--- src/include/core_settings.svh ---
`ifndef CORE_SETTINGS_SVH
`define CORE_SETTINGS_SVH

// Datapath widths
`define XLEN           64
`define INSTR_WIDTH    32
`define REG_ADDR_WIDTH 5
`define NUM_REGS       32
`define OPC_WIDTH      7
`define PC_STEP        4           // Fixed 32-bit encodings only

// Major opcode field, instr[6:0]
`define OPC_OP         7'b0110011  // ADD SUB AND OR XOR
`define OPC_OP_IMM     7'b0010011  // ADDI
`define OPC_LOAD       7'b0000011  // LD
`define OPC_STORE      7'b0100011  // SD
`define OPC_BRANCH     7'b1100011  // BEQ
`define OPC_JAL        7'b1101111

`endif

--- src/verilog/core_pkg.sv ---
`include "core_settings.svh"

package core_pkg;

  // Supported major opcodes, anything else decodes as illegal
  typedef enum logic [`OPC_WIDTH-1:0] {
    OPC_ILLEGAL = `OPC_WIDTH'(0),
    OPC_OP      = `OPC_OP,
    OPC_OP_IMM  = `OPC_OP_IMM,
    OPC_LOAD    = `OPC_LOAD,
    OPC_STORE   = `OPC_STORE,
    OPC_BRANCH  = `OPC_BRANCH,
    OPC_JAL     = `OPC_JAL
  } opcode_e;

  typedef enum logic [2:0] {
    ALU_ADD,
    ALU_SUB,
    ALU_AND,
    ALU_OR,
    ALU_XOR
  } alu_op_e;

  // Decoded control, travels with the instruction down to memory
  typedef struct packed {
    opcode_e                    opcode;
    alu_op_e                    alu_op;
    logic [`XLEN-1:0]           imm;       // Sign extended, format per opcode
    logic                       use_imm;   // ALU operand b from imm
    logic                       mem_read;
    logic                       mem_write;
    logic                       is_branch; // BEQ
    logic                       is_jump;   // JAL
    logic                       reg_write;
    logic [`REG_ADDR_WIDTH-1:0] rd;
  } ctrl_t;

  typedef struct packed {
    logic                    valid;
    logic [`XLEN-1:0]        pc;
    logic [`INSTR_WIDTH-1:0] instr;
  } if_id_t;

  typedef struct packed {
    logic             valid;
    logic [`XLEN-1:0] pc;
    ctrl_t            ctrl;
    logic [`XLEN-1:0] rs1_val;
    logic [`XLEN-1:0] rs2_val;
  } id_ex_t;

  typedef struct packed {
    logic             valid;
    ctrl_t            ctrl;
    logic [`XLEN-1:0] result;     // ALU value, link or memory address
    logic [`XLEN-1:0] store_data;
  } ex_mem_t;

  // Retire record, rd is zero when nothing is written
  typedef struct packed {
    logic                       valid;
    logic [`REG_ADDR_WIDTH-1:0] rd;
    logic [`XLEN-1:0]           data;
  } wb_t;

endpackage

--- src/verilog/decode_stage.sv ---
`include "core_settings.svh"

module decode_stage (
  input  logic                       clk,
  input  logic                       reset,
  input  core_pkg::if_id_t           if_id,
  input  logic                       ex_hold,
  input  logic                       redirect,
  input  core_pkg::ex_mem_t          ex_rd_busy,     // Instruction in the memory stage
  input  core_pkg::wb_t              mem_wb_pending, // Record retiring this cycle
  output logic [`REG_ADDR_WIDTH-1:0] rs1_addr,
  output logic [`REG_ADDR_WIDTH-1:0] rs2_addr,
  input  logic [`XLEN-1:0]           rs1_data,
  input  logic [`XLEN-1:0]           rs2_data,
  output logic                       id_hold,
  output core_pkg::id_ex_t           id_ex
);

  logic [`INSTR_WIDTH-1:0] instr;
  logic [`XLEN-1:0]        imm_i;
  logic [`XLEN-1:0]        imm_s;
  logic [`XLEN-1:0]        imm_b;
  logic [`XLEN-1:0]        imm_j;
  core_pkg::ctrl_t         ctrl;
  logic                    need_rs1;
  logic                    need_rs2;
  logic                    rs1_busy;
  logic                    rs2_busy;
  logic                    raw;         // Source still owed by an older writer
  logic                    id_ex_stuck; // Execute not taking id_ex

  // funct3 to ALU op, sub from funct7[5] on register ops
  function automatic core_pkg::alu_op_e alu_sel(input logic [2:0] funct3, input logic sub);
    case (funct3)
      3'b000:  return sub ? core_pkg::ALU_SUB : core_pkg::ALU_ADD;
      3'b100:  return core_pkg::ALU_XOR;
      3'b110:  return core_pkg::ALU_OR;
      3'b111:  return core_pkg::ALU_AND;
      default: return core_pkg::ALU_ADD;
    endcase
  endfunction

  function automatic logic writes(input logic valid, input logic we,
                                  input logic [`REG_ADDR_WIDTH-1:0] rd,
                                  input logic [`REG_ADDR_WIDTH-1:0] src);
    return valid && we && (rd != '0) && (rd == src);
  endfunction

  assign instr    = if_id.instr;
  assign rs1_addr = instr[19:15];
  assign rs2_addr = instr[24:20];

  // I, S, B and J immediates, sign from bit 31
  assign imm_i = {{(`XLEN-12){instr[31]}}, instr[31:20]};
  assign imm_s = {{(`XLEN-12){instr[31]}}, instr[31:25], instr[11:7]};
  assign imm_b = {{(`XLEN-13){instr[31]}}, instr[31], instr[7], instr[30:25],
                  instr[11:8], 1'b0};
  assign imm_j = {{(`XLEN-21){instr[31]}}, instr[31], instr[19:12], instr[20],
                  instr[30:21], 1'b0};

  always_comb begin
    ctrl        = '0;
    ctrl.opcode = core_pkg::OPC_ILLEGAL;   // Retires as a no-op
    ctrl.alu_op = core_pkg::ALU_ADD;
    ctrl.rd     = instr[11:7];
    case (instr[6:0])
      `OPC_OP: begin
        ctrl.opcode    = core_pkg::OPC_OP;
        ctrl.alu_op    = alu_sel(instr[14:12], instr[30]);
        ctrl.reg_write = 1'b1;
      end
      `OPC_OP_IMM: begin
        ctrl.opcode    = core_pkg::OPC_OP_IMM;
        ctrl.alu_op    = alu_sel(instr[14:12], 1'b0);
        ctrl.imm       = imm_i;
        ctrl.use_imm   = 1'b1;
        ctrl.reg_write = 1'b1;
      end
      `OPC_LOAD: begin
        ctrl.opcode    = core_pkg::OPC_LOAD;  // Doubleword only
        ctrl.imm       = imm_i;
        ctrl.use_imm   = 1'b1;
        ctrl.mem_read  = 1'b1;
        ctrl.reg_write = 1'b1;
      end
      `OPC_STORE: begin
        ctrl.opcode    = core_pkg::OPC_STORE;
        ctrl.imm       = imm_s;
        ctrl.use_imm   = 1'b1;
        ctrl.mem_write = 1'b1;
      end
      `OPC_BRANCH: begin
        ctrl.opcode    = core_pkg::OPC_BRANCH;  // Compare done in execute
        ctrl.imm       = imm_b;
        ctrl.is_branch = 1'b1;
      end
      `OPC_JAL: begin
        ctrl.opcode    = core_pkg::OPC_JAL;
        ctrl.imm       = imm_j;
        ctrl.is_jump   = 1'b1;
        ctrl.reg_write = 1'b1;
      end
      default: ;
    endcase
  end

  // Only real source fields take part in the interlock
  assign need_rs1 = (ctrl.opcode != core_pkg::OPC_JAL) && (ctrl.opcode != core_pkg::OPC_ILLEGAL);
  assign need_rs2 = (ctrl.opcode == core_pkg::OPC_OP) || (ctrl.opcode == core_pkg::OPC_STORE)
                 || (ctrl.opcode == core_pkg::OPC_BRANCH);

  assign rs1_busy = writes(id_ex.valid, id_ex.ctrl.reg_write, id_ex.ctrl.rd, rs1_addr)
                 || writes(ex_rd_busy.valid, ex_rd_busy.ctrl.reg_write, ex_rd_busy.ctrl.rd, rs1_addr)
                 || writes(mem_wb_pending.valid, 1'b1, mem_wb_pending.rd, rs1_addr);
  assign rs2_busy = writes(id_ex.valid, id_ex.ctrl.reg_write, id_ex.ctrl.rd, rs2_addr)
                 || writes(ex_rd_busy.valid, ex_rd_busy.ctrl.reg_write, ex_rd_busy.ctrl.rd, rs2_addr)
                 || writes(mem_wb_pending.valid, 1'b1, mem_wb_pending.rd, rs2_addr);

  assign raw         = if_id.valid && ((need_rs1 && rs1_busy) || (need_rs2 && rs2_busy));
  assign id_ex_stuck = id_ex.valid && ex_hold;
  assign id_hold     = raw || id_ex_stuck;

  always_ff @(posedge clk) begin
    if (reset) begin
      id_ex.valid <= 1'b0;
    end else if (redirect) begin
      id_ex.valid <= 1'b0;                  // Younger than the taken branch
    end else if (!id_ex_stuck) begin
      id_ex.valid   <= if_id.valid && !raw; // Bubble while interlocked
      id_ex.pc      <= if_id.pc;
      id_ex.ctrl    <= ctrl;
      id_ex.rs1_val <= rs1_data;
      id_ex.rs2_val <= rs2_data;
    end
  end

endmodule

--- config.mk ---
export PLATFORM = sky130hd
export DESIGN_NAME = decode_stage
export DESIGN_NICKNAME = d
export VERILOG_FILES = /design/src/verilog/core_pkg.sv /design/src/verilog/decode_stage.sv
export VERILOG_INCLUDE_DIRS = /design/src /design/src/include
export SDC_FILE = /design/constraint.sdc
export NUM_CORES = 1
export LEC_CHECK = 0
export ABC_AREA = 1
export BUFFER_PORTS_ARGS = -buffer_cell sky130_fd_sc_hd__buf_2
export CAP_MARGIN = 5
export CORE_AREA = 2 2 316 318
export CTS_BUF_LIST = sky130_fd_sc_hd__clkbuf_4
export DETAILED_ROUTE_END_ITERATION = 16
export DIE_AREA = 0 0 318 320
export PLACE_DENSITY = 0.34
export SYNTH_ARGS = -nofsm -noshare
export SYNTH_HDL_FRONTEND = slang
export SYNTH_SLANG_ARGS = --single-unit
--- constraint.sdc ---
create_clock -name clk -period 8.5 [get_ports clk]
set_input_delay 0.425 -clock clk [delete_from_list [all_inputs] [get_ports clk]]
set_output_delay 0.425 -clock clk [all_outputs]
set_load 0.1 [all_outputs]
## Word level (Yosys, flattened, before mapping)

Index checks and enable logic that the tools add are counted.
W data, S select, Z words.

- Eq/ne operators: 19
- Mux-type cells: 12
- Bitwise logic cells: 3
- Reductions and logical operators: 36

Operator list:

| operator | count |
|---|---|
| $pmux W64 S4 | 1 |
| $pmux W7 S6 | 1 |
| $eq A5 B5 Y1 | 6 |
| $eq A7 B6 Y1 const B | 4 |
| $eq A7 B7 Y1 const B | 3 |
| $logic_and A1 B1 Y1 | 17 |
| $reduce_bool A5 Y1 | 3 |
| $pmux W3 S4 | 1 |
| $eq A3 B3 Y1 const B | 3 |
| $pmux W3 S3 | 1 |
| $logic_or A1 B1 Y1 | 8 |
| $eq A7 B2 Y1 const B | 1 |
| $eq A7 B5 Y1 const B | 1 |
| $mux W1 | 7 |
| $ne A7 B7 Y1 const B | 1 |
| $reduce_bool A7 Y1 | 1 |
| $pmux W3 S2 | 1 |
| $reduce_or A2 Y1 | 2 |
| $reduce_or A4 Y1 | 1 |
| $logic_not A3 Y1 | 1 |
| $not A1 Y1 | 3 |
| $reduce_and A3 Y1 | 1 |
| $reduce_or A3 Y1 | 1 |
| $logic_not A1 Y1 | 1 |

- Register bits: 278
- Bits of input ports: 513
- Logic and storage cells: 84

## Logic depth before layout (Yosys ltp)

- Word-level depth: 10
- Depth in mapped cells: 11
- Depth with buffers taken out: 11

## Least setup slack after synthesis

No wires, ideal clock.

- Kind: register -> register
- Start: register id_ex[277] (netlist name)
- End: register id_ex[0] (netlist name) (enable)
- Data arrival time: 5.445 ns
- Path slack: 2.471 ns
- Stages on the path, launching flop included: 4
- Buffers on the path: 0
- Clock period less this slack: 6.029 ns
- Cell sequence: dfxtp_1 > nand2_1 > nand3_1 > inv_1

- Cells in the longest elaborated chain, start to end: 3

Ends and longest elaborated chain:

| item | line | RTL |
|---|---|---|
| start, declared | decode_stage.sv:16 | `output core_pkg::id_ex_t id_ex` |
| $logic_and A1 B1 Y1 | decode_stage.sv:120 | `assign id_ex_stuck = id_ex.valid && ex_hold;` |
| $not A1 Y1 (no line) | n/a |  |
| $reduce_and A3 Y1 (no line) | n/a |  |

Every way passes these cells.
A chain may end at the register's enable or synchronous reset.

## Worst setup path after layout

- Start: input if_id[4] (netlist name)
- End: output id_hold

- Cells in the longest elaborated chain, start to end: 9
- Elaborated cells on any way between the ends: 20

Ends and longest elaborated chain:

| item | line | RTL |
|---|---|---|
| start, declared | decode_stage.sv:6 | `input core_pkg::if_id_t if_id,` |
| $eq A7 B7 Y1, or another cell as far along | decode_stage.sv:66 | `case (instr[6:0])` |
| $pmux W7 S6 (*) | decode_stage.sv:66 |  |
| $eq A7 B6 Y1 | decode_stage.sv:109 | `assign need_rs2 = (ctrl.opcode == core_pkg::OPC_OP) \|\| (ctrl.opcode == core_pkg::OPC_STORE)` |
| $logic_or A1 B1 Y1 | decode_stage.sv:109 |  |
| $logic_or A1 B1 Y1 | decode_stage.sv:110 | `\|\| (ctrl.opcode == core_pkg::OPC_BRANCH);` |
| $logic_and A1 B1 Y1 | decode_stage.sv:119 | `assign raw = if_id.valid && ((need_rs1 && rs1_busy) \|\| (need_rs2 && rs2_busy));` |
| $logic_or A1 B1 Y1 (*) | decode_stage.sv:119 |  |
| $logic_and A1 B1 Y1 (*) | decode_stage.sv:119 |  |
| $logic_or A1 B1 Y1 (*) | decode_stage.sv:121 | `assign id_hold = raw \|\| id_ex_stuck;` |
| end, declared | decode_stage.sv:15 | `output logic id_hold,` |

Mark *: on every way between the ends. The rest lies on a longest branch, timed or not.

==> impl_metrics.csv <==
group,metric,value,unit
finish,largest_register,"id_ex",
timing,fin_skew,0.04167,ns
hold_path,hold_path_class,"input port to flop",
floorplan,fp.coreArea,97990,um2
yosys,ys_ff_latch,233,
yosys,synth_compound_gate_area_share,1.422,%
setup_path,cp-start-kind,"input port",
floorplan,initial_utilization,8.620,%
power_and_ir_drop,combPwrFrac,20.1,%
timing,finalSetupViolCount,0,
yosys,synth_top_area_share,82.48,%
clock_network,cts_sinks,233,
floorplan,die_w,318,um
run_status,outcome,"finished, final reports clean",
timing,grt_setup_unrepaired,"false",
clock_network,clockBufferDepth,3,
floorplan,io-pin-count,802,
route,wl_per_cell,13.77,um
global_route,grt_pass1_vias,7412,
run,drv_cap,0,
timing,min_period,3.006,ns
yosys,netlist_area,8447,um2
placement,port_buffers,530,
route,drtIter0Drc,324,
yosys,synth-edff-count,232,
global_route,antenna_found_initial,13,
yosys,synthAdderAreaFrac,0,%
power_and_ir_drop,peakVddDrop,0.00009268,V
yosys,netlist_instances,489,
timing,fin_ws,5.494,ns
setup_path,reg2reg_from,"id_ex[277]",
clock_network,cts-root-buf,"clkbuf_4",
power_and_ir_drop,cellPowerDensity,197.0,nW/um2
global_route,gr-usage-all-layers,6.858,%
timing,max_freq,332.7,MHz
setup_path,path_class,"input port to output port",
finish,reg_top3,"id_ex x233",
yosys,ys.flop_type,"edfxtp_1",
finish,largest_register_ff_count,233,
yosys,synth_area_leader_cell,"edfxtp_1",
yosys,synthTopCellsByArea,"edfxtp_1 82%, buf_4 4.9%, nand2_1 2.5%, inv_1 1.8%, xor2_1 1.6%",
global_route,grt.overflow.total,0,
placement,hpwl,27.06,mm
power_and_ir_drop,p_sw,1017,uW
timing,worstMarginPinSlew,1.155,ns
yosys,synth_warnings,0,
setup_path,r2r_cells,4,
setup_path,cp_max_fo,9,
clock_network,clk_pin_slew,0.06,ns
setup_path,rr_endpoint,"id_ex[106]",
setup_path,r2r_setup_slack,6.11,ns
power_and_ir_drop,total_power,3041,uW
global_route,grt_pass1_wl,49.63,mm
yosys,synth_top_family_by_area,"buffers and inverters",
finish,area_delta_synth_final,82.74,%
setup_path,end_kind,"output port",
finish,drive_gt1_share,50.50,%
clock_network,clock_latency,0.82,ns
route,ant_nets,0,
yosys,synth.most_common_cell,"edfxtp_1",
clock_network,cts_max_level,3,
yosys,synth-seq-area-share,82.71,%
yosys,synth_area_per_cell,17.27,um2
yosys,synthMuxAreaShare,0,%
timing,hold_viol_final,0,
power_and_ir_drop,swShare,33.42,%
yosys,synth_common_cells,"232 x edfxtp_1, 57 x nand2_1, 55 x buf_4",
route,finalWirelength,35.86,mm
yosys,yosysUniqueCellTypes,30,
clock_network,cts_setup_buffers,0,
power_and_ir_drop,p_int,2025,uW
route,drc_errors,0,
finish,fillCellCount,10910,
clock_network,cts_buffers,73,
power_and_ir_drop,power_leakage,0.006562,uW
route,vias_per_cell,2.695,
timing,fin_setup_tns,0,ns
setup_path,crit_path_end,"id_hold",
yosys,synthArstFlopShare,0,%
global_route,grt_max_degree,145,
yosys,synthSimpleGateAreaFrac,6.592,%
route,firstDrtPassIters,4,
placement,place_ws,5.871,ns
timing,fin_crit_sh,35.36,%
power_and_ir_drop,pwr-share-seq,43.8,%
placement,gp_congestion,0.7641,
timing,worst_hold_slack,0.1068,ns
finish,utilization,15.75,%
timing,relSlewSlack,23.00,%
finish,fin_nets,1775,
floorplan,std_cell_rows,115,
yosys,synth_xor_area_share,2.385,%
setup_path,startpoint,"if_id[4]",
floorplan,die-area,101800,um2
route,vias,7014,
clock_network,cts_tree,"done",
power_and_ir_drop,clockPowerShare,36.1,%
floorplan,die_y,320,um
setup_path,cp_data_arrival_time,2.58,ns
timing,finalMaxSlewViolations,0,
yosys,syn_nets,1002,
setup_path,required,8.08,ns
==> critical path, cell delays in order <==
cell           delay [ns]
dlygate4sd3_1        0.54
buf_2                0.17
inv_2                0.09
nand4_2              0.38
a31oi_1              0.29
nand2_1              0.10
nand2_1              0.08
nand2_1              0.04
nand2_1              0.05
buf_2                0.42
==> kinds of logic after synthesis <==
family          after synthesis
flops                       233
simple gates                116
buf+inv                     100
xor+xnor                     23
compound gates               17
==> layer usage <==
metal,wire (um),global-route usage (%),share of wire [%],vias to the layer above
li1,-,-,-,3295
met1,14150,7.599,39,3211
met2,15920,10.48,44,422
met3,4568,3.894,13,82
met4,1197,3.460,3.3,4
met5,27,0,0.075,-
==> timing repair <==
action,4_1_cts,5_1_grt
gates resized for setup,0,0
endpoints found under the hold margin,225,0
hold buffers,222,0
==> placed cells by master, fill, tap and decap left out, drive strengths merged <==
cell         count
nor4             1
nor2            26
clkinv          21
xnor2            8
a21oi            2
clkbuf          96
nand3           22
edfxtp         232
xor2            15
diode            7
o211ai           5
nand2           61
inv             47
a31oi            2
dfxtp            1
clkinvlp         2
buf            531
nand4            3
o21ai            5
dlygate4sd3    222
nor3             3
bufinv           1
o22ai            3
==> worst min-delay path by stage <==
stage,slack (ns),start,cells after the start,end
floorplan,0.52,rs2_data[0],0,id_ex[0]
detailed placement,0.53,id_ex[277],2,id_ex[277]
global placement,0.52,id_ex[277],2,id_ex[277]
CTS,0.001,if_id[3],3,id_ex[209]
global route,0.03,if_id[3],3,id_ex[209]
finish,0.11,if_id[30],3,id_ex[149]
==> layout make-up <==
type / count / area (um2) / share of cell area (%)
flip-flops and latches: 233 / 6987 / 45.26
clock buffers: 96 / 720.7 / 4.669
repair buffers: 753 / 4895 / 31.71
multi-input cells: 156 / 878.3 / 5.690
well taps: 1287 / 1610 / 10.43
inverters: 45 / 176.4 / 1.143
diodes: 7 / 17.52 / 0.1135
clock inverters: 26 / 151.4 / 0.9808
==> through the flow <==
stage,cells,instance area (um2)
2_1_floorplan,489,8447
3_3_place_gp,2252,12320
3_5_place_dp,2252,12320
4_1_cts,2596,15420
5_1_grt,2602,15430
6_report,2603,15440
==> power by group through the flow <==
| stage | registers (uW) | logic, uW | clock network (uW) |
|---|---|---|---|
| floorplan | 1670 | 96.8 | 0 |
| global placement | 1360 | 533 | 0 |
| detailed placement | 1360 | 534 | 0 |
| CTS | 1330 | 617 | 1180 |
| global route | 1340 | 636 | 1240 |
| finish | 1330 | 610 | 1100 |
Note: power is estimated with default switching activity, not from simulation.
