===== src/include/core_settings.svh =====
`ifndef CORE_SETTINGS_SVH
`define CORE_SETTINGS_SVH

// Datapath widths
`define XLEN           64
`define INSTR_WIDTH    32
`define REG_ADDR_WIDTH 5
`define NUM_REGS       32
`define OPC_WIDTH      7
`define PC_STEP        4           // Fixed 32-bit encodings only

// Major opcode field, instr[6:0]
`define OPC_OP         7'b0110011  // ADD SUB AND OR XOR
`define OPC_OP_IMM     7'b0010011  // ADDI
`define OPC_LOAD       7'b0000011  // LD
`define OPC_STORE      7'b0100011  // SD
`define OPC_BRANCH     7'b1100011  // BEQ
`define OPC_JAL        7'b1101111

`endif


===== src/verilog/core_pkg.sv =====
`include "core_settings.svh"

package core_pkg;

  // Supported major opcodes, anything else decodes as illegal
  typedef enum logic [`OPC_WIDTH-1:0] {
    OPC_ILLEGAL = `OPC_WIDTH'(0),
    OPC_OP      = `OPC_OP,
    OPC_OP_IMM  = `OPC_OP_IMM,
    OPC_LOAD    = `OPC_LOAD,
    OPC_STORE   = `OPC_STORE,
    OPC_BRANCH  = `OPC_BRANCH,
    OPC_JAL     = `OPC_JAL
  } opcode_e;

  typedef enum logic [2:0] {
    ALU_ADD,
    ALU_SUB,
    ALU_AND,
    ALU_OR,
    ALU_XOR
  } alu_op_e;

  // Decoded control, travels with the instruction down to memory
  typedef struct packed {
    opcode_e                    opcode;
    alu_op_e                    alu_op;
    logic [`XLEN-1:0]           imm;       // Sign extended, format per opcode
    logic                       use_imm;   // ALU operand b from imm
    logic                       mem_read;
    logic                       mem_write;
    logic                       is_branch; // BEQ
    logic                       is_jump;   // JAL
    logic                       reg_write;
    logic [`REG_ADDR_WIDTH-1:0] rd;
  } ctrl_t;

  typedef struct packed {
    logic                    valid;
    logic [`XLEN-1:0]        pc;
    logic [`INSTR_WIDTH-1:0] instr;
  } if_id_t;

  typedef struct packed {
    logic             valid;
    logic [`XLEN-1:0] pc;
    ctrl_t            ctrl;
    logic [`XLEN-1:0] rs1_val;
    logic [`XLEN-1:0] rs2_val;
  } id_ex_t;

  typedef struct packed {
    logic             valid;
    ctrl_t            ctrl;
    logic [`XLEN-1:0] result;     // ALU value, link or memory address
    logic [`XLEN-1:0] store_data;
  } ex_mem_t;

  // Retire record, rd is zero when nothing is written
  typedef struct packed {
    logic                       valid;
    logic [`REG_ADDR_WIDTH-1:0] rd;
    logic [`XLEN-1:0]           data;
  } wb_t;

endpackage


===== src/verilog/fetch_stage.sv =====
`include "core_settings.svh"

module fetch_stage (
  input  logic                    clk,
  input  logic                    reset,
  input  logic [`XLEN-1:0]        entry,
  input  logic                    redirect,
  input  logic [`XLEN-1:0]        redirect_pc,
  input  logic                    id_hold,
  output logic                    fetch_req,
  output logic [`XLEN-1:0]        fetch_addr,
  input  logic                    fetch_valid,
  input  logic [`INSTR_WIDTH-1:0] fetch_data,
  output core_pkg::if_id_t        if_id
);

  logic [`XLEN-1:0] pc;      // Address of the next or outstanding fetch
  logic             started; // First cycle out of reset seen
  logic             req_due; // A request may go out
  logic             waiting; // Request issued, response outstanding
  logic             stale;   // Outstanding response belongs to a flushed path
  logic             resp_ok;

  assign fetch_addr = pc;
  // Hold off while decode keeps the current instruction
  assign fetch_req  = req_due && !(id_hold && if_id.valid) && !redirect;
  assign resp_ok    = fetch_valid && !stale && !redirect;

  always_ff @(posedge clk) begin
    if (reset) begin
      pc          <= entry;
      started     <= 1'b0;
      req_due     <= 1'b0;
      waiting     <= 1'b0;
      stale       <= 1'b0;
      if_id.valid <= 1'b0;
    end else begin
      started <= 1'b1;
      if (redirect) begin
        pc <= redirect_pc;
      end else if (resp_ok) begin
        pc <= pc + `XLEN'(`PC_STEP);
      end

      if (fetch_req) begin
        waiting <= 1'b1;
      end else if (fetch_valid) begin
        waiting <= 1'b0;
      end

      // Response still in flight when the path changes
      if (redirect && waiting && !fetch_valid) begin
        stale <= 1'b1;
      end else if (fetch_valid) begin
        stale <= 1'b0;                     // Stale word dropped here
      end

      if (!started || fetch_valid) begin
        req_due <= 1'b1;                   // Next fetch at pc, new or redirected
      end else if (fetch_req) begin
        req_due <= 1'b0;
      end

      if (redirect) begin
        if_id.valid <= 1'b0;               // Flush younger instruction
      end else if (resp_ok) begin
        if_id.valid <= 1'b1;
        if_id.pc    <= pc;
        if_id.instr <= fetch_data;
      end else if (!id_hold) begin
        if_id.valid <= 1'b0;               // Taken by decode
      end
    end
  end

  // One outstanding fetch at a time
  a_single_outstanding: assert property (@(posedge clk) disable iff (reset)
    fetch_req |-> !waiting);

endmodule


===== config.mk =====
export PLATFORM = sky130hd
export DESIGN_NAME = fetch_stage
export DESIGN_NICKNAME = d
export VERILOG_FILES = /design/src/verilog/core_pkg.sv /design/src/verilog/fetch_stage.sv
export VERILOG_INCLUDE_DIRS = /design/src /design/src/include
export SDC_FILE = /design/constraint.sdc
export NUM_CORES = 1
export LEC_CHECK = 0
export BUFFER_PORTS_ARGS = -buffer_cell sky130_fd_sc_hd__buf_2
export CORE_MARGIN = 4
export CORE_UTILIZATION = 44
export DETAILED_ROUTE_END_ITERATION = 16
export PLACE_DENSITY = 0.76
export SLEW_MARGIN = 20
export SYNTH_ARGS = -nofsm -noshare
export SYNTH_HDL_FRONTEND = slang
export SYNTH_SLANG_ARGS = --single-unit

===== constraint.sdc =====
create_clock -name clk -period 8.4 [get_ports clk]
set_input_delay 2.52 -clock clk [delete_from_list [all_inputs] [get_ports clk]]
set_output_delay 2.52 -clock clk [all_outputs]
set_load 0.005 [all_outputs]

Word level (Yosys, flattened, before mapping)
Index checks and enable logic that the tools add are counted.

Add/subtract/negate cells: 1. Equality and inequality tests: 1. Multiplexer cells: 11. Bitwise logic cells: 2. Reductions and logical operators: 19.

Operators with widths (number): 64-bit two-way mux (3); 64-bit by 3-bit adder with 64-bit output (second input constant) (1); 1-bit two-way mux (8); 1-bit logical AND (7); 2-bit nonzero test (3); 1-bit logical NOT (5); 3-bit AND reduction (1); 3-bit nonzero test (1); 2-bit by 1-bit inequality test with 1-bit output (second input constant) (1); 1-bit inverter (2); 2-bit OR reduction (1); 1-bit logical OR (1).

Register bits after elaboration: 165. Input bits: 165. Output and inout bits: 162. Word-level logic and storage cells: 42.

Longest topological paths before layout
Gate-level depths: netlist of the first run.

Depth after elaboration: 6. Gate-level depth with buffers: 8. Gate-level depth less buffers: 6.

Worst setup path before layout of the first run
OpenSTA, ideal clock, no wires.

Kind: input to register. From: in redirect. To: reg if_id[0] (netlist bit), enable pin. Setup time: 551 ps. Arrival time: 7430 ps. Data required time: 7849 ps. Setup slack: 419 ps. Cell stages on the path: 5. Buffers on the path: 2. Cells stage by stage: clkbuf_1 -> nor2_1 -> clkinv_1 -> clkbuf_1 -> nor2_1.

Word-level cells in the longest chain between the ends: 3.

RTL lines: from (decl) (RTL line fetch_stage.sv:7) `input logic redirect,`; 1-bit logical NOT (RTL line fetch_stage.sv:27) `assign resp_ok = fetch_valid && !stale && !redirect;`; 1-bit logical AND (RTL line fetch_stage.sv:27); 3-bit AND reduction (no line) *; to (decl) (RTL line fetch_stage.sv:14) `output core_pkg::if_id_t if_id`.

Mark *: on every way between the ends. The rest lies on a longest branch, timed or not. A chain may end at the register's enable or synchronous reset.

Final worst setup path of the first run
From: in redirect. To: out fetch_req.

Word-level cells in the longest chain between the ends: 2.

RTL lines: 1-bit logical NOT (RTL line fetch_stage.sv:26) `assign fetch_req = req_due && !(id_hold && if_id.valid) && !redirect;`; 1-bit logical AND (RTL line fetch_stage.sv:26); to (decl) (RTL line fetch_stage.sv:10) `output logic fetch_req,`.

No other way between the ends.

==> results.cfg, run 1 <==
[run_status]
status = finished, final reports clean

[synth]
avgSynthCellArea_um2 = 12.0
synth-seq-area-share = 0.619
syn-instance-count = 659
synth_nets = 825
synth_seq_cells = 165
synth_edf_count = 160
yosys_warnings = 0
syn_area_mm2 = 0.00793
async_flop_share = 0
ys.flop_type = edfxtp_1
ys_types = 53

[floorplanning]
fp.dieArea_mm2 = 0.0202
chipHeight_um = 142
io_pins = 327
initial_core_util = 0.454
core_mm2 = 0.0175
die_w_um = 142
rows = 48

[grt]
antenna_found_initial = 2
busiest_layer = met2
grt_max_degree = 74
use_met2 = 0.390
grt_pass1_wl_mm = 37.8
use_met3 = 0.0507
use_met1 = 0.322
overflow = 0
grt_pass1_vias = 6539
grtUsageTotal = 0.241

[sta]
fmax_mhz = 166
tightest_slew_ns = 0.909
setup_viol = 0
hold_viol = 0
whs_ns = 0.432
drv_slew = 0
skew_ns = 0.0150
layout_min_cycle_time_ns = 6.01
rsz0062_at_grt = no
slew_headroom = 0.394
setup_ws_ns = 2.39
finalCritPeriodShare = 0.716
setup_tns_ns = 0

[routing]
drc_errors = 0
vias = 6933
drt_iter0_markers = 528
firstDrtPassIters = 7
wire_per_inst_um = 20.9
vias_per_cell = 5.71
drtAntennaViolNets = 0
finalWirelength_mm = 25.4

[cells_and_area]
nNetsFinal = 1137
syn_to_final_growth_pct = 30.4
fillers = 1474
drive_gt1_frac = 0.386
postLayoutCoreUtil = 0.591
stdcell_area_mm2 = 0.0103
seq_area_mm2 = 0.00490
multi_input_area_mm2 = 0.00285

[placed_design]
routabilityCongestion = 0.822
placed_cell_area_mm2 = 0.00978
port_buffers = 326
dp_slack_ns = 2.39
place_hpwl_mm = 18.1

[pwr]
p_leak_nw = 4.16
ir_worst_vdd_mv = 0.140
power_density_mw_per_mm2 = 196

[cts]
cts-buffers-inserted = 17
postCtsSetupBuffers = 0
cts_tree = built
cts-root-buf = clkbuf_16
ctsHoldBuffers = 0
path_clk_slew_ns = 0.07
clock_sinks = 165
cts_resized = 0
cts.path.max_buffers = 2
insertion_delay_ns = 0.44
htreeDepth = 4

[worst_setup_path]
path_max_fanout = 46
crit_arrival_ns = 3.49
start_kind = input pin
path_class = input pin to output port
crit_required_ns = 5.88
endpoint_kind = output port

[flow_run]
maxCapViolations = 0

[worst_hold_path]
hold_path.class = flop to flop
## cell usage in the layout (no fill, tap or decap), types with 10 or more instances in the layout
cell / netlist / routed
xnor2_1: 14 / 14
nand2_1: 77 / 76
edfxtp_1: 160 / 160
or4_1: 12 / 12
a21oi_1: 17 / 17
buf_2: 1 / 325
nor3_1: 33 / 33
and3_1: 14 / 14
mux2i_1: 35 / 35
nand3_1: 36 / 36
nor4_1: 22 / 22
clkbuf_16: 0 / 17
nor2_1: 15 / 13
a22oi_1: 27 / 27
nand4_1: 27 / 27
and4_1: 10 / 10
and2_1: 11 / 11
o21ai_0: 15 / 15
## worst paths after layout
check | start | endpoint | slack, ns | cells after the start
max reg2reg | fetch_addr[2]$_DFFE_PP_ | fetch_addr[56]$_DFFE_PP_ | 5.41 | 6
min | started$_DFF_P_ | req_due$_SDFFE_PP0P_ | 0.43 | 1
min reg2reg | started$_DFF_P_ | req_due$_SDFFE_PP0P_ | 0.43 | 1
max | redirect | fetch_req | 2.39 | 6
## Yosys cell counts, types with 6 or more instances
cell type  instances  area [um^2]
a31oi_1            8         50.1
clkbuf_1          36          135
a221o_1            9         90.1
nand2_1           77          289
nor2_1            15         56.3
and3_1            14         87.6
mux2i_1           35          350
and4_1            10         87.6
or4_1             12         90.1
and2_1            11         68.8
nor3_1            33          165
xor2_1             6         52.6
nor4_1            22          138
nand3_1           36          180
a21oi_1           17         85.1
inv_1              9         33.8
a22oi_1           27          203
or3_1              7         43.8
nand4_1           27          169
edfxtp_1         160         4800
o21ai_0           15         75.1
xnor2_1           14          123
## cell type report
| cell class | instances | area share |
|---|---|---|
| antenna | 5 | 0.00121 |
| inverter | 10 | 0.00363 |
| clock inverter | 15 | 0.0116 |
| timing repair buffer | 334 | 0.165 |
| multi-input combinational | 443 | 0.276 |
| clock buffer | 17 | 0.0412 |
| sequential | 165 | 0.475 |
| tap | 225 | 0.0272 |
## metrics by stage
stage / power (mW) / std cells
floorplan: 1.16 / 659
global placement: 1.30 / 1177
detailed placement: 1.31 / 1177
CTS: 2.04 / 1209
global route: 2.11 / 1211
finish: 2.03 / 1214
## cells by family (layout without fill, tap and decap cells)
kind of cell,after synthesis,in the layout,synth area share
simple gates,282,282,0.194
flops,165,165,0.619
compound gates,100,100,0.0873
buf+inv,51,376,0.0254
mux,40,40,0.0513
xor+xnor,20,20,0.0221
fa+ha+maj,1,1,0.00158
other cells,0,5,0
## critical path, stage by stage
cell	delay, ns
buf_2	0.08
buf_4	0.41
inv_1	0.12
nand3_1	0.15
inv_1	0.07
buf_2	0.12
## power breakdown
group / internal (mW) / switching, mW / total [mW]
combinational: 0.112 / 0.124 / 0.236
sequential: 0.976 / 0.0781 / 1.05
clock: 0.385 / 0.355 / 0.740
total: 1.47 / 0.557 / 2.03
## flip-flops by register name (all words and copies together) (netlist names)
register,count
waiting,1
if_id,97
stale,1
req_due,1
fetch_addr,64
started,1
## layer usage
| metal | vias up | share of wire |
|---|---|---|
| met2 | 352 | 0.49 |
| met4 | 0 | 0.027 |
| li1 | 3228 | - |
| met5 | - | 0 |
| met1 | 3305 | 0.41 |
| met3 | 48 | 0.076 |
Power figures use the tool's default switching activity.
==> run 2, diff against run 1 <==
ABC_AREA = 1   (was not set)
CORE_UTILIZATION = 49   (was 44)
PLACE_DENSITY = 0.79   (was 0.76)
clock period = 6.29 ns   (was 8.4 ns; I/O delays follow)
==> results.cfg, run 2 <==
[worst_setup_path]
path_class = input pin to output port
path_max_fanout = 3
path_delay_family = buffers and inverters
start_kind = input pin
cp_num_buf_inv = 4
cp_cell_sequence = buf_2, inv_1, nand3_1, inv_1, buf_2
endpoint_kind = output port
crit_required_ns = 4.40
slowest_delay_ns = 0.13
cp_slowest_cell = buf_2
crit_arrival_ns = 2.40

[synth]
synth_nets = 1121
synth-seq-area-share = 0.584
ys.flop_type = edfxtp_1
yosysMostFrequentCell = nand2_1
avgSynthCellArea_um2 = 8.80
async_flop_share = 0
ys_types = 25
syn-instance-count = 955
synth_area_leader_cell = edfxtp_1
synth_edf_count = 160
ys_top_cells_by_area = edfxtp_1 (57%), nand2_1 (14%), nand3_1 (7.4%), nor2_1 (5.3%), inv_1 (4.1%)
synth_seq_cells = 165
synth_common_cells = nand2_1 (323), edfxtp_1 (160), nand3_1 (124), nor2_1 (118), inv_1 (91)
yosys_warnings = 0
synth_top_area_share = 0.572
syn_area_mm2 = 0.00840

[floorplanning]
fp.dieArea_mm2 = 0.0193
core_mm2 = 0.0167
initial_core_util = 0.503
rows = 47
io_pins = 327
chipHeight_um = 139
die_w_um = 139

[cells_and_area]
finalNonFillerCells = 1513
largest_reg_flops = 97
drive_gt1_frac = 0.298
syn_to_final_growth_pct = 29.7
nNetsFinal = 1444
postLayoutCoreUtil = 0.653
fillers = 1433
final_cell_mix = buf_2 (326), nand2_1 (322), edfxtp_1 (160)
final_common_cell = buf_2
top_register = if_id

[cts]
cts-root-buf = clkbuf_16
cts_tree = built
postCtsSetupBuffers = 0
path_clk_slew_ns = 0.07
clock_sinks = 165
ctsHoldBuffers = 0
htreeDepth = 4
insertion_delay_ns = 0.43
cts-buffers-inserted = 17
cts_resized = 0
cts.path.max_buffers = 2

[grt]
overflow = 0
grt_pass1_vias = 7500
grt_pass1_wl_mm = 40.7
grtUsageTotal = 0.268
antenna_found_initial = 3
grt_max_degree = 66

[flow_run]
maxCapViolations = 0

[placed_design]
dp.cells = 1479
routabilityCongestion = 0.951
port_buffers = 326
place_hpwl_mm = 20.0

[worst_hold_path]
hold_path.class = flop to flop

[sta]
fmax_mhz = 233
setup_tns_ns = 0
hold_viol = 0
setup_viol = 0
slew_headroom = 0.357
layout_min_cycle_time_ns = 4.29
rsz0062_at_grt = no
tightest_slew_ns = 0.965
finalCritPeriodShare = 0.682
drv_slew = 0
skew_ns = 0.0141

[routing]
vias_per_cell = 5.17
drc_errors = 0
firstDrtPassIters = 5
vias = 7820
drtAntennaViolNets = 0
drt_iter0_markers = 694
wire_per_inst_um = 17.5
finalWirelength_mm = 26.4

[pwr]
power_mw = 2.85
p_leak_nw = 4.91
ir_worst_vdd_mv = 0.182
power_density_mw_per_mm2 = 262

[run_status]
status = finished, final reports clean
-- run 2: cell count changes after synthesis, sizes merged, moves of 22 or more --
cell    delta
clkbuf    -24
a22oi     -27
mux2i     -35
nor4      -23
nor3      -32
nand2    +253
o21bai    +31
nor2     +111
nand4     -22
inv       +85
nand3     +87
-- run 2: metrics by stage --
| stage | instance area, um^2 | setup WS [ns] | hold WS, ns |
|---|---|---|---|
| finish | 10900 | 2.00 | 0.449 |
| global route | 10900 | 1.88 | 0.456 |
| global placement | 10300 | 1.99 | 0.414 |
| CTS | 10900 | 2.00 | 0.444 |
| detailed placement | 10300 | 1.98 | 0.434 |
| floorplan | 8410 | 0.932 | 0.410 |
-- run 2: layer usage --
metal	vias up	track usage	wire (um)
li1	3798	-	-
met3	34	0.0614	2210
met2	386	0.453	12900
met5	-	0	0
met4	0	0.0839	565
met1	3602	0.346	10800
-- run 2: power breakdown --
| group | switching (mW) | internal [mW] |
|---|---|---|
| logic | 0.185 | 0.143 |
| clock network | 0.456 | 0.675 |
| registers | 0.0900 | 1.30 |
-- run 2: cell type report --
class,count,area [um^2],share of cell area
Inverter,95,358,0.0328
Multi-Input combinational cell,667,3040,0.279
Clock buffer,17,425,0.0390
Sequential cell,165,4900,0.450
Clock inverter,14,214,0.0196
Tap cell,220,275,0.0252
Timing Repair Buffer,332,1680,0.154
Antenna cell,3,7.51,0.000689
-- run 2: cells by family after synthesis --
group / after synthesis / share of synthesized area
compound gates: 58 / 0.0478
xor+xnor: 22 / 0.0229
fa+ha+maj: 1 / 0.00149
buf+inv: 123 / 0.0560
flops: 165 / 0.584
simple gates: 586 / 0.288
-- run 2: worst paths after layout --
check                          start                        to  slack, ns  cells past startpoint
max                         redirect                 fetch_req       2.00                      5
min                  started$_DFF_P_      req_due$_SDFFE_PP0P_       0.45                      1
max reg2reg  fetch_addr[2]$_DFFE_PP_  fetch_addr[36]$_DFFE_PP_       4.17                     10
min reg2reg          started$_DFF_P_      req_due$_SDFFE_PP0P_       0.45                      1
==> run 3, diff against run 2 <==
ABC_AREA = 0   (was 1)
CORE_UTILIZATION = 44   (was 49)
PLACE_DENSITY = 0.76   (was 0.79)
clock period = 3.45 ns   (was 6.29 ns; I/O delays follow)
==> results.cfg, run 3 (synthesized netlist as in run 1, its figures left out) <==
[run_status]
status = finished, final reports clean

[cells_and_area]
diodes = 0
largest_reg_flops = 97
nNetsFinal = 1149
top_register = if_id
final_cell_mix = buf_2 (325), edfxtp_1 (160), nand2_1 (76)
fillers = 1437
drive_gt1_frac = 0.397
final_common_cell = buf_2
syn_to_final_growth_pct = 32.0

[routing]
drc_errors = 0
vias_per_cell = 5.68
vias = 6932
drt_iter0_markers = 586
wire_per_inst_um = 20.5
finalWirelength_mm = 25.1
drtAntennaViolNets = 0
firstDrtPassIters = 5

[worst_setup_path]
slowest_delay_ns = 0.70
path_max_fanout = 10
crit_arrival_ns = 3.08
endpoint_kind = flop
start_kind = flop
cp_slowest_cell = nor4b_4
crit_cells = 6
startpoint = fetch_addr[2]$_DFFE_PP_
reg2reg_to = fetch_addr[56]$_DFFE_PP_
r2r-start = fetch_addr[2]$_DFFE_PP_
reg2reg_depth = 6
r2r_slack_ns = 0.56
path_class = flop to flop
cp-endpoint = fetch_addr[56]$_DFFE_PP_
cp_num_buf_inv = 0
crit_required_ns = 3.64
path_delay_family = simple AND/OR/NAND/NOR gates
cp_cell_sequence = ha_1, and4_1, nand3_1, nor4b_4, mux2i_1, or2_1

[cts]
cts-buffers-inserted = 17
cts.path.max_buffers = 2
cts-root-buf = clkbuf_16
cts_tree = built
postCtsSetupBuffers = 0
clock_sinks = 165
htreeDepth = 4
ctsHoldBuffers = 0
cts_resized = 0
insertion_delay_ns = 0.43
path_clk_slew_ns = 0.07

[pwr]
clock_power_share = 0.372
p_switching_mw = 1.40
ir_worst_vdd_mv = 0.337
intPower_mw = 3.63
pwr-share-comb = 0.120
sw_frac_of_total = 0.278
power_density_mw_per_mm2 = 480
p_seq_frac = 0.508
p_leak_nw = 4.24
power_mw = 5.03

[floorplanning]
fp.dieArea_mm2 = 0.0202
die_w_um = 142
chipHeight_um = 142
core_mm2 = 0.0175
io_pins = 327
rows = 48
initial_core_util = 0.454

[grt]
grt_max_degree = 55
grt_pass1_wl_mm = 37.4
grt_pass1_vias = 6568
grtUsageTotal = 0.240
overflow = 0
antenna_found_initial = 0

[sta]
slew_headroom = 0.465
tightest_slew_ns = 0.801
hold_viol = 0
drv_slew = 0
skew_ns = 0.00793
setup_viol = 0
layout_min_cycle_time_ns = 2.89
setup_tns_ns = 0
finalCritPeriodShare = 0.837
fmax_mhz = 346
rsz0062_at_grt = no

[worst_hold_path]
hold_path.class = flop to flop
min-delay-start = started$_DFF_P_

[placed_design]
routabilityCongestion = 0.865
place_hpwl_mm = 18.5
port_buffers = 326

[flow_run]
maxCapViolations = 0
-- run 3: cell types whose count changed in the layout (fill, tap and decap cells not counted), moves of 14 or more --
cell      before  now
nor2_1       116   13
a22oi_1        0   27
a21oi_1        2   17
inv_1         90    9
nor3_1         1   33
mux2i_1        0   35
nand4_1        5   27
o21bai_1      31    0
and3_1         0   14
nor4_1         0   22
nand2_1      322   76
nand3_1      124   36
-- run 3: power groups by stage --
stage | Combinational (mW) | Clock, mW | Sequential [mW]
5_1_grt | 0.663 | 2.00 | 2.58
4_1_cts | 0.608 | 1.90 | 2.55
6_report | 0.604 | 1.87 | 2.56
3_5_place_dp | 0.605 | 0 | 2.60
3_3_place_gp | 0.593 | 0 | 2.59
2_1_floorplan | 0.269 | 0 | 2.55
-- run 3: worst min path at each step --
| stage | slack (ns) | end | cells after the start |
|---|---|---|---|
| after floorplan | 0.41 | req_due$_SDFFE_PP0P_ | 1 |
| after global placement | 0.41 | req_due$_SDFFE_PP0P_ | 1 |
| after detailed placement | 0.42 | req_due$_SDFFE_PP0P_ | 1 |
| after CTS | 0.43 | req_due$_SDFFE_PP0P_ | 1 |
| after global routing | 0.44 | req_due$_SDFFE_PP0P_ | 1 |
| final | 0.43 | req_due$_SDFFE_PP0P_ | 1 |
-- run 3: through the flow --
stage	setup slack [ns]	hold WS, ns	std cells	util	cell area, um^2
after CTS	0.564	0.431	1221	0.599	10500
after detailed placement	0.513	0.425	1189	0.566	9890
after global placement	0.594	0.413	1189	0.566	9890
after floorplan	0.00657	0.408	659	-	7960
final	0.562	0.430	1221	0.599	10500
after global routing	0.371	0.441	1221	0.599	10500
-- run 3: routing by layer --
layer  routed length [um]  up-vias  global-route usage
met5                    0        -                   0
met4                  803        0               0.102
met3                 2000       47              0.0460
met2                12200      366               0.387
met1                10000     3262               0.320
li1                     -     3257                   -
-- run 3: area by class of cell --
class | count | area, um^2 | share of cell area
Multi-Input combinational cell | 443 | 2850 | 0.272
Timing Repair Buffer | 346 | 1810 | 0.173
Sequential cell | 165 | 4900 | 0.468
Clock inverter | 15 | 158 | 0.0151
Clock buffer | 17 | 425 | 0.0406
Tap cell | 225 | 282 | 0.0269
Inverter | 10 | 38.8 | 0.00370
